==> config.mk <==
export PLATFORM = sky130hd
export DESIGN_NAME = rapcore
export DESIGN_NICKNAME = d
export VERILOG_FILES = /design/src/rapcore_pkg.sv /design/src/rapcore.sv /design/src/quad_enc.sv /design/src/dda_timer.sv /design/src/move_buffer.sv /design/src/command_parser.sv /design/src/spi_word.sv
export SDC_FILE = /design/constraint.sdc
export NUM_CORES = 2
export LEC_CHECK = 0
export BUFFER_PORTS_ARGS = -buffer_cell sky130_fd_sc_hd__buf_2
export CAP_MARGIN = 10
export CELL_PAD_IN_SITES_DETAIL_PLACEMENT = 0
export CELL_PAD_IN_SITES_GLOBAL_PLACEMENT = 1
export CORE_ASPECT_RATIO = 2
export CORE_MARGIN = 3
export CORE_UTILIZATION = 49
export DETAILED_ROUTE_END_ITERATION = 16
export HOLD_SLACK_MARGIN = 0.15
export PLACE_DENSITY_LB_ADDON = 0.2
export RECOVER_POWER = 25
export SLEW_MARGIN = 20
export SYNTH_ARGS = -nofsm -noshare
export SYNTH_HDL_FRONTEND = slang
export SYNTH_SLANG_ARGS = --single-unit
export TNS_END_PERCENT = 30
==> constraint.sdc <==
create_clock -name CLK -period 9.5 [get_ports CLK]
set_clock_uncertainty 0.05 [all_clocks]
set_input_delay 0.95 -clock CLK [delete_from_list [all_inputs] [get_ports CLK]]
set_output_delay 0.95 -clock CLK [all_outputs]
set_load 0.03 [all_outputs]
==> src/rapcore_pkg.sv <==
`default_nettype none

package rapcore_pkg;

  // Width of one SPI word
  localparam int WORD_BITS = 64;

  // Header codes
  // Taken from the top byte of the first word of a message
  localparam logic [7:0] CMD_COORDINATED_STEP = 8'd1;
  localparam logic [7:0] CMD_MOTOR_ENABLE = 8'd10;
  localparam logic [7:0] CMD_MOTORCONFIG = 8'd16;
  localparam logic [7:0] CMD_CLK_DIVISOR = 8'd20;
  localparam logic [7:0] CMD_API_VERSION = 8'd254;

  // API version reported to the host
  localparam logic [7:0] VERSION_MAJOR = 8'd0;
  localparam logic [7:0] VERSION_MINOR = 8'd1;
  localparam logic [7:0] VERSION_PATCH = 8'd0;

  // Reset values of the motor config registers
  // Divisor of 40 gives roughly 400 kHz ticks at 16 MHz
  localparam logic [7:0] DEFAULT_CLOCK_DIVISOR = 8'd40;

  // Phase current setting
  localparam logic [7:0] DEFAULT_CURRENT = 8'd140;

  // Microstep resolution code
  localparam logic [2:0] DEFAULT_MICROSTEPS = 3'd2;

  // Moves are three payload words after the header
  // Header word carries the direction in bit 0
  // Reply to the last word carries the encoder snapshot

  // Version reply sits in bits 23 to 0 of the second word

endpackage

`default_nettype wire
==> src/rapcore.sv <==
`timescale 1ns/1ps
`default_nettype none

module rapcore
  import rapcore_pkg::*;
#(
  parameter int MOVE_BUFFER_DEPTH = 4,
  parameter int ENC_BITS = 64
) (
  input  logic       CLK,
  input  logic       resetn,
  input  logic       sck,
  input  logic       cs,
  input  logic       copi,
  output logic       cipo,
  input  logic       enc_a,
  input  logic       enc_b,
  input  logic       halt,
  output logic       step,
  output logic       dir,
  output logic       enable,
  output logic [7:0] current,
  output logic [2:0] microsteps,
  output logic       buffer_dtr,
  output logic       move_done,
  output logic       encoder_fault
);

  // SPI word path
  logic [WORD_BITS-1:0] word_data;
  logic [WORD_BITS-1:0] send_data;
  logic                 word_received;

  // Encoder position
  logic signed [ENC_BITS-1:0] encoder_count;
  logic [7:0]                 clock_divisor;

  // Parser to buffer
  logic                 wr_en;
  logic [WORD_BITS-1:0] wr_duration;
  logic [WORD_BITS-1:0] wr_increment;
  logic [WORD_BITS-1:0] wr_incrementincrement;
  logic                 wr_dir;

  // Buffer head to timer
  logic [WORD_BITS-1:0] head_duration;
  logic [WORD_BITS-1:0] head_increment;
  logic [WORD_BITS-1:0] head_incrementincrement;
  logic                 head_dir;
  logic                 valid;
  logic                 pop;

  spi_word u_spi_word (
    .CLK(CLK), .resetn(resetn), .sck(sck), .cs(cs), .copi(copi), .cipo(cipo),
    .send_data(send_data), .word_data(word_data), .word_received(word_received)
  );

  command_parser #(.ENC_BITS(ENC_BITS)) u_command_parser (
    .CLK(CLK), .resetn(resetn), .word_data(word_data), .word_received(word_received),
    .send_data(send_data), .encoder_count(encoder_count), .enable(enable),
    .current(current), .microsteps(microsteps), .clock_divisor(clock_divisor),
    .wr_en(wr_en), .wr_duration(wr_duration), .wr_increment(wr_increment),
    .wr_incrementincrement(wr_incrementincrement), .wr_dir(wr_dir)
  );

  move_buffer #(.MOVE_BUFFER_DEPTH(MOVE_BUFFER_DEPTH)) u_move_buffer (
    .CLK(CLK), .resetn(resetn), .wr_en(wr_en), .wr_duration(wr_duration),
    .wr_increment(wr_increment), .wr_incrementincrement(wr_incrementincrement),
    .wr_dir(wr_dir), .pop(pop), .head_duration(head_duration),
    .head_increment(head_increment), .head_incrementincrement(head_incrementincrement),
    .head_dir(head_dir), .valid(valid), .buffer_dtr(buffer_dtr)
  );

  dda_timer u_dda_timer (
    .CLK(CLK), .resetn(resetn), .clock_divisor(clock_divisor), .halt(halt),
    .valid(valid), .head_duration(head_duration), .head_increment(head_increment),
    .head_incrementincrement(head_incrementincrement), .head_dir(head_dir),
    .pop(pop), .step(step), .dir(dir), .move_done(move_done)
  );

  quad_enc #(.ENC_BITS(ENC_BITS)) u_quad_enc (
    .CLK(CLK), .resetn(resetn), .a(enc_a), .b(enc_b),
    .count(encoder_count), .fault(encoder_fault)
  );

endmodule

`default_nettype wire

==> src/quad_enc.sv <==
`timescale 1ns/1ps
`default_nettype none

module quad_enc #(
  parameter int ENC_BITS = 64
) (
  input  logic                       CLK,
  input  logic                       resetn,
  input  logic                       a,
  input  logic                       b,
  output logic signed [ENC_BITS-1:0] count,
  output logic                       fault
);

  logic [1:0] a_sync;
  logic [1:0] b_sync;
  // Last synchronized state
  logic       a_prev;
  logic       b_prev;
  logic       a_chg;
  logic       b_chg;
  logic       count_up;

  assign a_chg = a_sync[1] ^ a_prev;
  assign b_chg = b_sync[1] ^ b_prev;

  // A edge with A != B or B edge with A == B means A leads
  assign count_up = a_chg ? (a_sync[1] ^ b_sync[1]) : ~(a_sync[1] ^ b_sync[1]);

  always_ff @(posedge CLK) begin
    if (!resetn) begin
      a_sync <= 2'b00;
      b_sync <= 2'b00;
      a_prev <= 1'b0;
      b_prev <= 1'b0;
      count  <= '0;
      fault  <= 1'b0;
    end else begin
      a_sync <= {a_sync[0], a};
      b_sync <= {b_sync[0], b};
      a_prev <= a_sync[1];
      b_prev <= b_sync[1];
      // Both lines moved at once, skipped state
      if (a_chg && b_chg)
        fault <= 1'b1;
      else if (a_chg || b_chg)
        count <= count_up ? count + 1'b1 : count - 1'b1;
    end
  end

endmodule

`default_nettype wire

==> src/dda_timer.sv <==
`timescale 1ns/1ps
`default_nettype none

module dda_timer
  import rapcore_pkg::*;
(
  input  logic                 CLK,
  input  logic                 resetn,
  input  logic [7:0]           clock_divisor,
  input  logic                 halt,
  input  logic                 valid,
  input  logic [WORD_BITS-1:0] head_duration,
  input  logic [WORD_BITS-1:0] head_increment,
  input  logic [WORD_BITS-1:0] head_incrementincrement,
  input  logic                 head_dir,
  output logic                 pop,
  output logic                 step,
  output logic                 dir,
  output logic                 move_done
);

  logic [7:0]           prescale;
  logic                 tick;
  logic                 active;
  logic                 advance;
  logic [WORD_BITS-1:0] remaining;
  logic [WORD_BITS-1:0] accumulator;
  logic [WORD_BITS-1:0] increment;
  logic [WORD_BITS-1:0] incrementincrement;
  // Carry out of the accumulator is the step
  logic [WORD_BITS:0]   sum;

  // Tick every clock_divisor + 1 cycles
  assign tick = (prescale >= clock_divisor);

  // Idle timer takes the head entry unless halted
  assign pop = ~active & valid & ~halt;

  // One DDA iteration per tick unless halted
  assign advance = active & tick & ~halt & (remaining != '0);
  assign sum     = {1'b0, accumulator} + {1'b0, increment};

  // Prescaler
  always_ff @(posedge CLK) begin
    if (!resetn)
      prescale <= 8'd0;
    else if (tick)
      prescale <= 8'd0;
    else
      prescale <= prescale + 8'd1;
  end

  // Move sequencing and pulse outputs
  always_ff @(posedge CLK) begin
    if (!resetn) begin
      active    <= 1'b0;
      step      <= 1'b0;
      move_done <= 1'b0;
      dir       <= 1'b0;
    end else begin
      step      <= 1'b0;
      move_done <= 1'b0;
      if (pop) begin
        active <= 1'b1;
        dir    <= head_dir;
      end else if (active && tick && !halt) begin
        step <= advance & sum[WORD_BITS];
        // Zero duration ends on its first tick
        if (remaining <= WORD_BITS'(1)) begin
          active    <= 1'b0;
          move_done <= 1'b1;
        end
      end
    end
  end

  // Accumulator, increment and tick count
  always_ff @(posedge CLK) begin
    if (pop) begin
      remaining          <= head_duration;
      accumulator        <= '0;
      increment          <= head_increment;
      incrementincrement <= head_incrementincrement;
    end else if (advance) begin
      accumulator <= sum[WORD_BITS-1:0];
      increment   <= increment + incrementincrement;
      remaining   <= remaining - WORD_BITS'(1);
    end
  end

endmodule

`default_nettype wire

==> src/move_buffer.sv <==
`timescale 1ns/1ps
`default_nettype none

module move_buffer
  import rapcore_pkg::*;
#(
  parameter int MOVE_BUFFER_DEPTH = 4
) (
  input  logic                 CLK,
  input  logic                 resetn,
  input  logic                 wr_en,
  input  logic [WORD_BITS-1:0] wr_duration,
  input  logic [WORD_BITS-1:0] wr_increment,
  input  logic [WORD_BITS-1:0] wr_incrementincrement,
  input  logic                 wr_dir,
  input  logic                 pop,
  output logic [WORD_BITS-1:0] head_duration,
  output logic [WORD_BITS-1:0] head_increment,
  output logic [WORD_BITS-1:0] head_incrementincrement,
  output logic                 head_dir,
  output logic                 valid,
  output logic                 buffer_dtr
);

  localparam int IDX_BITS = $clog2(MOVE_BUFFER_DEPTH);

  logic [WORD_BITS-1:0]         mem_duration [MOVE_BUFFER_DEPTH];
  logic [WORD_BITS-1:0]         mem_increment [MOVE_BUFFER_DEPTH];
  logic [WORD_BITS-1:0]         mem_incrementincrement [MOVE_BUFFER_DEPTH];
  logic [MOVE_BUFFER_DEPTH-1:0] mem_dir;
  // Extra MSB tells full from empty
  logic [IDX_BITS:0]            wr_ptr;
  logic [IDX_BITS:0]            rd_ptr;
  logic                         full;
  logic                         empty;

  assign empty = (wr_ptr == rd_ptr);
  assign full  = (wr_ptr[IDX_BITS] != rd_ptr[IDX_BITS]) &&
                 (wr_ptr[IDX_BITS-1:0] == rd_ptr[IDX_BITS-1:0]);

  assign valid      = ~empty;
  assign buffer_dtr = ~full;

  // Head entry shown to the timer
  assign head_duration           = mem_duration[rd_ptr[IDX_BITS-1:0]];
  assign head_increment          = mem_increment[rd_ptr[IDX_BITS-1:0]];
  assign head_incrementincrement = mem_incrementincrement[rd_ptr[IDX_BITS-1:0]];
  assign head_dir                = mem_dir[rd_ptr[IDX_BITS-1:0]];

  // Pointers, writes dropped while full
  always_ff @(posedge CLK) begin
    if (!resetn) begin
      wr_ptr <= '0;
      rd_ptr <= '0;
    end else begin
      if (wr_en && !full)
        wr_ptr <= wr_ptr + 1'b1;
      if (pop && !empty)
        rd_ptr <= rd_ptr + 1'b1;
    end
  end

  // Storage
  always_ff @(posedge CLK) begin
    if (wr_en && !full) begin
      mem_duration[wr_ptr[IDX_BITS-1:0]]           <= wr_duration;
      mem_increment[wr_ptr[IDX_BITS-1:0]]          <= wr_increment;
      mem_incrementincrement[wr_ptr[IDX_BITS-1:0]] <= wr_incrementincrement;
      mem_dir[wr_ptr[IDX_BITS-1:0]]                <= wr_dir;
    end
  end

endmodule

`default_nettype wire

==> src/command_parser.sv <==
`timescale 1ns/1ps
`default_nettype none

module command_parser
  import rapcore_pkg::*;
#(
  parameter int ENC_BITS = 64
) (
  input  logic                       CLK,
  input  logic                       resetn,
  input  logic [WORD_BITS-1:0]       word_data,
  input  logic                       word_received,
  output logic [WORD_BITS-1:0]       send_data,
  input  logic signed [ENC_BITS-1:0] encoder_count,
  output logic                       enable,
  output logic [7:0]                 current,
  output logic [2:0]                 microsteps,
  output logic [7:0]                 clock_divisor,
  output logic                       wr_en,
  output logic [WORD_BITS-1:0]       wr_duration,
  output logic [WORD_BITS-1:0]       wr_increment,
  output logic [WORD_BITS-1:0]       wr_incrementincrement,
  output logic                       wr_dir
);

  logic [7:0]                 header;
  logic [1:0]                 word_count;
  logic signed [ENC_BITS-1:0] encoder_store;
  logic [7:0]                 cmd;
  logic                       awaiting_more;
  logic                       in_move;

  // Header byte of the incoming word
  assign cmd = word_data[WORD_BITS-1 -: 8];

  // Multi word messages keep their header until complete
  assign awaiting_more = (header == CMD_COORDINATED_STEP) || (header == CMD_API_VERSION);
  assign in_move = (header == CMD_COORDINATED_STEP);

  // Message FSM and config registers
  always_ff @(posedge CLK) begin
    if (!resetn) begin
      header        <= 8'd0;
      word_count    <= 2'd0;
      send_data     <= '0;
      enable        <= 1'b0;
      current       <= DEFAULT_CURRENT;
      microsteps    <= DEFAULT_MICROSTEPS;
      clock_divisor <= DEFAULT_CLOCK_DIVISOR;
      wr_en         <= 1'b0;
    end else begin
      wr_en <= 1'b0;
      if (word_received) begin
        // Reply defaults to zero
        send_data <= '0;
        if (!awaiting_more) begin
          header     <= cmd;
          word_count <= 2'd1;
          case (cmd)
            CMD_MOTOR_ENABLE: enable <= word_data[0];
            CMD_CLK_DIVISOR: clock_divisor <= word_data[7:0];
            CMD_MOTORCONFIG: begin
              current    <= word_data[15:8];
              microsteps <= word_data[2:0];
            end
            // Version goes out during the dummy word
            CMD_API_VERSION: send_data[23:0] <= {VERSION_MAJOR, VERSION_MINOR, VERSION_PATCH};
            default: ;
          endcase
        end else if (!in_move) begin
          // Dummy word ends the version request
          header     <= 8'd0;
          word_count <= 2'd0;
        end else begin
          word_count <= word_count + 2'd1;
          // Snapshot returns during the last move word
          if (word_count == 2'd2)
            send_data <= WORD_BITS'(encoder_store);
          if (word_count == 2'd3) begin
            header     <= 8'd0;
            word_count <= 2'd0;
            wr_en      <= 1'b1;
          end
        end
      end
    end
  end

  // Move fields toward the buffer
  always_ff @(posedge CLK) begin
    if (word_received) begin
      if (!awaiting_more && cmd == CMD_COORDINATED_STEP) begin
        wr_dir        <= word_data[0];
        encoder_store <= encoder_count;
      end
      if (in_move) begin
        case (word_count)
          2'd1: wr_duration <= word_data;
          2'd2: wr_increment <= word_data;
          2'd3: wr_incrementincrement <= word_data;
          default: ;
        endcase
      end
    end
  end

endmodule

`default_nettype wire

==> src/spi_word.sv <==
`timescale 1ns/1ps
`default_nettype none

module spi_word
  import rapcore_pkg::*;
(
  input  logic                 CLK,
  input  logic                 resetn,
  input  logic                 sck,
  input  logic                 cs,
  input  logic                 copi,
  output logic                 cipo,
  input  logic [WORD_BITS-1:0] send_data,
  output logic [WORD_BITS-1:0] word_data,
  output logic                 word_received
);

  localparam int CNT_BITS = $clog2(WORD_BITS + 1);

  // Two sync stages plus one delay stage for edge detect
  logic [2:0]          sck_r;
  logic [2:0]          cs_r;
  logic [1:0]          copi_r;
  logic                sck_rise;
  logic                sck_fall;
  logic                cs_rise;
  logic                cs_fall;
  logic                cs_active;
  logic [CNT_BITS-1:0] bit_cnt;
  logic                loaded;
  logic [WORD_BITS-1:0] tx_shift;

  assign sck_rise  = sck_r[1] & ~sck_r[2];
  assign sck_fall  = ~sck_r[1] & sck_r[2];
  assign cs_rise   = cs_r[1] & ~cs_r[2];
  assign cs_fall   = ~cs_r[1] & cs_r[2];
  assign cs_active = ~cs_r[1];

  // Strobe only after a complete word
  assign word_received = cs_rise & (bit_cnt == CNT_BITS'(WORD_BITS));

  // MSB of the reply is presented straight from send_data before the first fall
  assign cipo = loaded ? tx_shift[WORD_BITS-1] : send_data[WORD_BITS-1];

  // Pin synchronizers and transfer control
  always_ff @(posedge CLK) begin
    if (!resetn) begin
      sck_r   <= 3'b000;
      cs_r    <= 3'b111;
      copi_r  <= 2'b00;
      bit_cnt <= '0;
      loaded  <= 1'b0;
    end else begin
      sck_r  <= {sck_r[1:0], sck};
      cs_r   <= {cs_r[1:0], cs};
      copi_r <= {copi_r[0], copi};
      if (cs_fall) begin
        bit_cnt <= '0;
        loaded  <= 1'b0;
      end else if (cs_active) begin
        // Saturate at a full word
        if (sck_rise && bit_cnt != CNT_BITS'(WORD_BITS))
          bit_cnt <= bit_cnt + CNT_BITS'(1);
        if (sck_fall)
          loaded <= 1'b1;
      end
    end
  end

  // Shift registers
  always_ff @(posedge CLK) begin
    // COPI sampled on rising SCK, MSB first
    if (cs_active && sck_rise)
      word_data <= {word_data[WORD_BITS-2:0], copi_r[1]};
    // First fall loads reply with its MSB already sent
    if (cs_active && sck_fall) begin
      if (!loaded)
        tx_shift <= {send_data[WORD_BITS-2:0], 1'b0};
      else
        tx_shift <= {tx_shift[WORD_BITS-2:0], 1'b0};
    end
  end

endmodule

`default_nettype wire

* Word level (Yosys, flattened, before mapping) *
Memories as Yosys holds them, arrays and structs flattened. A register that Yosys moved wholly into a read port is not among the register bits.
Index checks and enable logic that the tools add are counted.
Widths: inputs -> output; s select.

cells by class
  add/sub/neg operators = 10
  magnitude comparators = 5
  equal/unequal tests = 16
  muxes and demuxes = 35
  bitwise gates (word level) = 27
  reductions and logical operators = 37

operators by type and width
  kind                   count
  $mux 64                8
  $sub 64x1->64 const B  2
  $add 64x64->65         1
  $add 64x1->64 const B  1
  $add 64x64->64         1
  $le 64x1->1 const B    1
  $reduce_bool 64->1     1
  $mux 40                1
  $mux 24                1
  $mux 8                 3
  $reduce_and 3->1       6
  $eq 8x1->1 const B     2
  $eq 8x5->1 const B     2
  $eq 8x8->1 const B     2
  $mux 2                 7
  $not 1->1              13
  $reduce_and 2->1       6
  $and 1x1->1            11
  $logic_and 1x1->1      11
  $mux 1                 11
  $mux 9                 1
  $add 8x1->8 const B    1
  $eq 8x4->1 const B     1
  $ge 8x8->1             1
  other kinds (23)       35

storage, ports and cells
  bits in registers = 781
  RAM bits = 768
  word-level logic and storage cells = 170
  memories = 3

memories
  name                                  words  width  read ports  clocked after Yosys merged registers in  wr ports  RTL line           text
  u_move_buffer.mem_duration            4      64     1           1                                        1         move_buffer.sv:27  logic [WORD_BITS-1:0] mem_duration [MOVE_BUFFER_DEPTH];
  u_move_buffer.mem_increment           4      64     1           1                                        1         move_buffer.sv:28  logic [WORD_BITS-1:0] mem_increment [MOVE_BUFFER_DEPTH];
  u_move_buffer.mem_incrementincrement  4      64     1           1                                        1         move_buffer.sv:29  logic [WORD_BITS-1:0] mem_incrementincrement [MOVE_BUFFER_DEPTH];

* Depth between registers and ports, before layout *
  word-level depth = 7
  depth in mapped cells = 19
  gate-level depth less buffers = 13

* Hierarchy *
Synthesis repeated with hierarchy kept, for this count alone.

unflattened totals
  cells, all modules = 5006
  area total of the unflattened synthesis = 70363.7 um^2

by module, submodules not included
  module          instances  cells each  area an instance (um^2)  sequential area each (um^2)
  move_buffer     1          1077        28357.2                  23342.4
  dda_timer       1          2150        18829.3                  7287.0
  command_parser  1          562         11119.4                  9619.2
  quad_enc        1          949         6847.8                   1421.4
  spi_word        1          268         5210.0                   4134.0

* Worst setup path after synthesis *
No wires, ideal clock.

  path type = register -> register
  start = reg u_spi_word.bit_cnt[0]
  end = reg u_command_parser.encoder_store[0], enable pin
  library setup time = 672 ps
  arrival time = 8788 ps
  required time = 8778 ps
  slack = -10 ps
  cell stages (with the launch flop) = 10
  clock period less this slack = 9510 ps
  path through = dfxtp_1 > inv_1 > ha_1 > or4b_2 > nor3b_1 > nand3_1 > clkbuf_1 > nor2_1 > nand2_1 > nor4b_1

between the ends
  longest elaborated chain between the ends = 3

RTL lines
  element                     RTL line              text
  start, declared             spi_word.sv:29        logic [CNT_BITS-1:0] bit_cnt;
  start signal, assigned      spi_word.sv:63        bit_cnt <= bit_cnt + CNT_BITS'(1);
  $eq 7x7->1                  spi_word.sv:40        assign word_received = cs_rise & (bit_cnt == CNT_BITS'(WORD_BITS));
  $and 1x1->1                 spi_word.sv:40
  $reduce_and 2->1 (no line)  -
  end signal, assigned        command_parser.sv:94  encoder_store <= encoder_count;
  end, declared               command_parser.sv:28  logic signed [ENC_BITS-1:0] encoder_store;

No other way between the ends.
A chain may end at the register's enable or synchronous reset.

* Worst setup path after layout *
  start = reg u_move_buffer.rd_ptr[1]
  end = reg u_dda_timer.increment[2], enable pin

between the ends
  longest elaborated chain between the ends = 5

RTL lines
  element                      RTL line           text
  start, declared              move_buffer.sv:33  logic [IDX_BITS:0] rd_ptr;
  start signal, assigned       move_buffer.sv:59  rd_ptr <= rd_ptr + 1'b1;
  $eq 3x3->1                   move_buffer.sv:37  assign empty = (wr_ptr == rd_ptr);
  $not 1->1                    move_buffer.sv:41  assign valid = ~empty;
  $and 1x1->1 (2 in a row)     dda_timer.sv:37    assign pop = ~active & valid & ~halt;
  $reduce_bool 2->1 (no line)  -
  end signal, assigned         dda_timer.sv:82    increment <= head_increment;
  end signal, assigned         dda_timer.sv:86    increment <= increment + incrementincrement;
  end, declared                dda_timer.sv:28    logic [WORD_BITS-1:0] increment;

No other way between the ends.

==> flow_summary.toml <==
[route]
via_per_inst = 5.83
via_count = 39600
antenna_left = 0
wirelength_um = 165000
drc = 0
wl_per_cell_um = 24.3
initialDrtViolationCount = 2491
drt_pass1_iterations = 6

[global_routing]
antenna_found_initial = 3
globalRouteOverflowTotal = 0
grt_max_degree = 145
grtUsageTotal_pct = 22.7
grt_pass1_wl_um = 251000
grt_pass1_vias = 41300

[pwr]
p_per_area_nw_per_um2 = 187
sw_frac_of_total_pct = 20.4
power_frac_clock_pct = 43.8
p_switching_w = 0.00290
power.leakage_nw = 23.7
internal_power_w = 0.0113
power.share.combinational_pct = 2.4
finalPower_w = 0.0142
seqPwrFrac_pct = 53.9
vdd_drop_max_uv = 174

[critical_path]
rrSetupSlack_ps = 5030
criticalPathCategory = "reg -> reg"
worstPathMaxFanout = 135
crit_required_ps = 9830
crit_path_start_kind = "register"
r2r_end = "u_dda_timer.increment[2]$_DFFE_PP_"
end_kind = "register"
ff2ff_path_depth = 8
cp.arrival_ps = 4800
rr_startpoint = "u_move_buffer.rd_ptr[1]$_SDFFE_PN0P_"

[placed_design]
io_buffer_count = 25
place_inst = 6516
dpl_cell_area_um2 = 71000
dp.final_hpwl_um = 109000
dp_slack_ps = 4970
gp_congestion = 0.903

[synth]
synth_fp_nets = 5003
postSynthCellCount = 4842
yosysSeqAreaShare_pct = 66.2
ys.flop_type = "edfxtp_1"
syn_area_per_cell_um2 = 14.3
synth.cell_area_um2 = 69200
yosysWarnings = 0
synthArstFlopShare_pct = 0
synth_edf_count = 1348
ys_ff_latch = 1614
ys_types = 109

[sta]
fmax_mhz = 224
fin_crit_sh_pct = 47.1
hold_viol = 0
max_slew.worst_pin.slew_ps = 1070
fin_ws_ps = 5030
slew_viol_final = 0
setup_viol = 0
rsz0062_at_grt = "false"
finalSetupTns_ps = 0
slew-limit-headroom_pct = 28.7
fin_crit_ps = 4470

[cts]
postCtsHoldBufs = 0
cts_inserted_buffers = 150
cts_root_buf = "clkbuf_16"
clock_latency_ps = 780
max-clock-path-buffers = 4
cts.sinks = 1614
cts.repair.resized = 0
cts_tree = "built"
h-tree-depth = 4
cts_post_setup_buffers_inserted = 0
clk_pin_slew_ps = 70

[finish]
final_cell_mix = "edfxtp_1 (1348), nand2_1 (403), dfxtp_1 (261), a21oi_1 (251), nor2_1 (231)"
drive_above_1_share_pct = 13.2
final_common_cell = "edfxtp_1"
fin_cells = 6781
final_area_um2 = 76100
area_delta_synth_final_pct = 9.89
finalNetCount = 4967

[hold_path]
holdPathEnd = "u_quad_enc.b_sync[0]$_SDFF_PN0_"
hold_class = "in -> reg"
holdPathStages = 2
min_from = "enc_b"

[die]
initial_core_util_pct = 49.4
dieWidth_um = 272
core_region_area_um2 = 140000
rows = 194
die_h_um = 537
fp.dieArea_um2 = 146000
io-pin-count = 26

[run]
max_cap_viol_count = 0

[status]
outcome = "finished clean"
layer usage:
layer | track usage, % | share of wire, % | up-vias
li1 | - | - | 18400
met1 | 24.2 | 36 | 19900
met2 | 44.0 | 56 | 831
met3 | 2.29 | 2.9 | 396
met4 | 11.3 | 5.5 | 2
met5 | 0 | 0.0079 | -
cell families after synthesis:
group | after synthesis | synth area share, %
xor gates and xnor gates | 262 | 3.34
muxes | 300 | 7.95
and+or+nand+nor | 1285 | 9.28
adders and majority gates | 153 | 2.79
AOI/OAI and AO/OA | 898 | 8.35
DFF | 1614 | 66.2
buffers and inverters | 330 | 2.12
cells in the mapped netlist, drive strengths merged (70+ instances only):
master	number	area [um^2]
o21ai	227	1140
xor2	80	708
buf	70	420
a22oi	76	591
ha	151	1890
edfxtp	1348	40500
nand3	106	541
nor3	78	438
and2	102	639
xnor2	182	1600
nor2b	101	632
nor2	237	907
mux4	193	4350
nand2	407	1540
dfxtp	266	5330
a21oi	255	1290
clkbuf	192	793
per-stage QoR:
stage	hold slack, ps	utilization [%]
after floorplan	336	-
after global placement	364	50.7
after detailed placement	347	50.7
after CTS	283	54.3
after global routing	309	54.3
final	331	54.3
power groups by stage:
stage                     Clock (W)  Sequential [W]  Combinational, W
after global placement            0         0.00780          0.000334
after global routing        0.00660         0.00764          0.000365
after detailed placement          0         0.00780          0.000334
final                       0.00621         0.00764          0.000337
after floorplan                   0         0.00775          0.000276
after CTS                   0.00635         0.00764          0.000336
area by class of cell:
cell class | count | area [um^2]
diodes | 1 | 2.50
clock buffers | 180 | 4010
clock inverters | 84 | 1030
fillers | 11400 | 64000
inverters | 68 | 268
multi-input cells | 2898 | 22000
flip-flops and latches | 1614 | 45800
well taps | 1862 | 2330
repair buffers | 74 | 549
worst max-delay path by stage:
stage	start	endpoint	slack (ps)	cells after the start
after floorplan	u_spi_word.cs_r[1]$_SDFF_PN1_	u_spi_word.bit_cnt[5]$_SDFFE_PP0P_	2930	4
after global placement	u_spi_word.bit_cnt[0]$_SDFFE_PP0P_	u_command_parser.encoder_store[14]$_DFFE_PP_	5000	11
after detailed placement	u_move_buffer.rd_ptr[1]$_SDFFE_PN0P_	u_dda_timer.remaining[17]$_DFFE_PP_	4970	8
after CTS	u_move_buffer.rd_ptr[1]$_SDFFE_PN0P_	u_dda_timer.remaining[26]$_DFFE_PP_	4990	8
after global routing	u_spi_word.bit_cnt[0]$_SDFFE_PP0P_	u_command_parser.encoder_store[18]$_DFFE_PP_	4750	11
final	u_move_buffer.rd_ptr[1]$_SDFFE_PN0P_	u_dda_timer.increment[2]$_DFFE_PP_	5030	8
worst max-delay path, cell delays in order (launching register included):
cell and delay (ps):
dfxtp_4 800, xor2_1 220, nor2_1 70, a21o_1 160, or2_4 260, inv_8 510
nor2_1 270, inv_6 670, buf_4 740
Note: power is estimated with default switching activity, not from simulation.
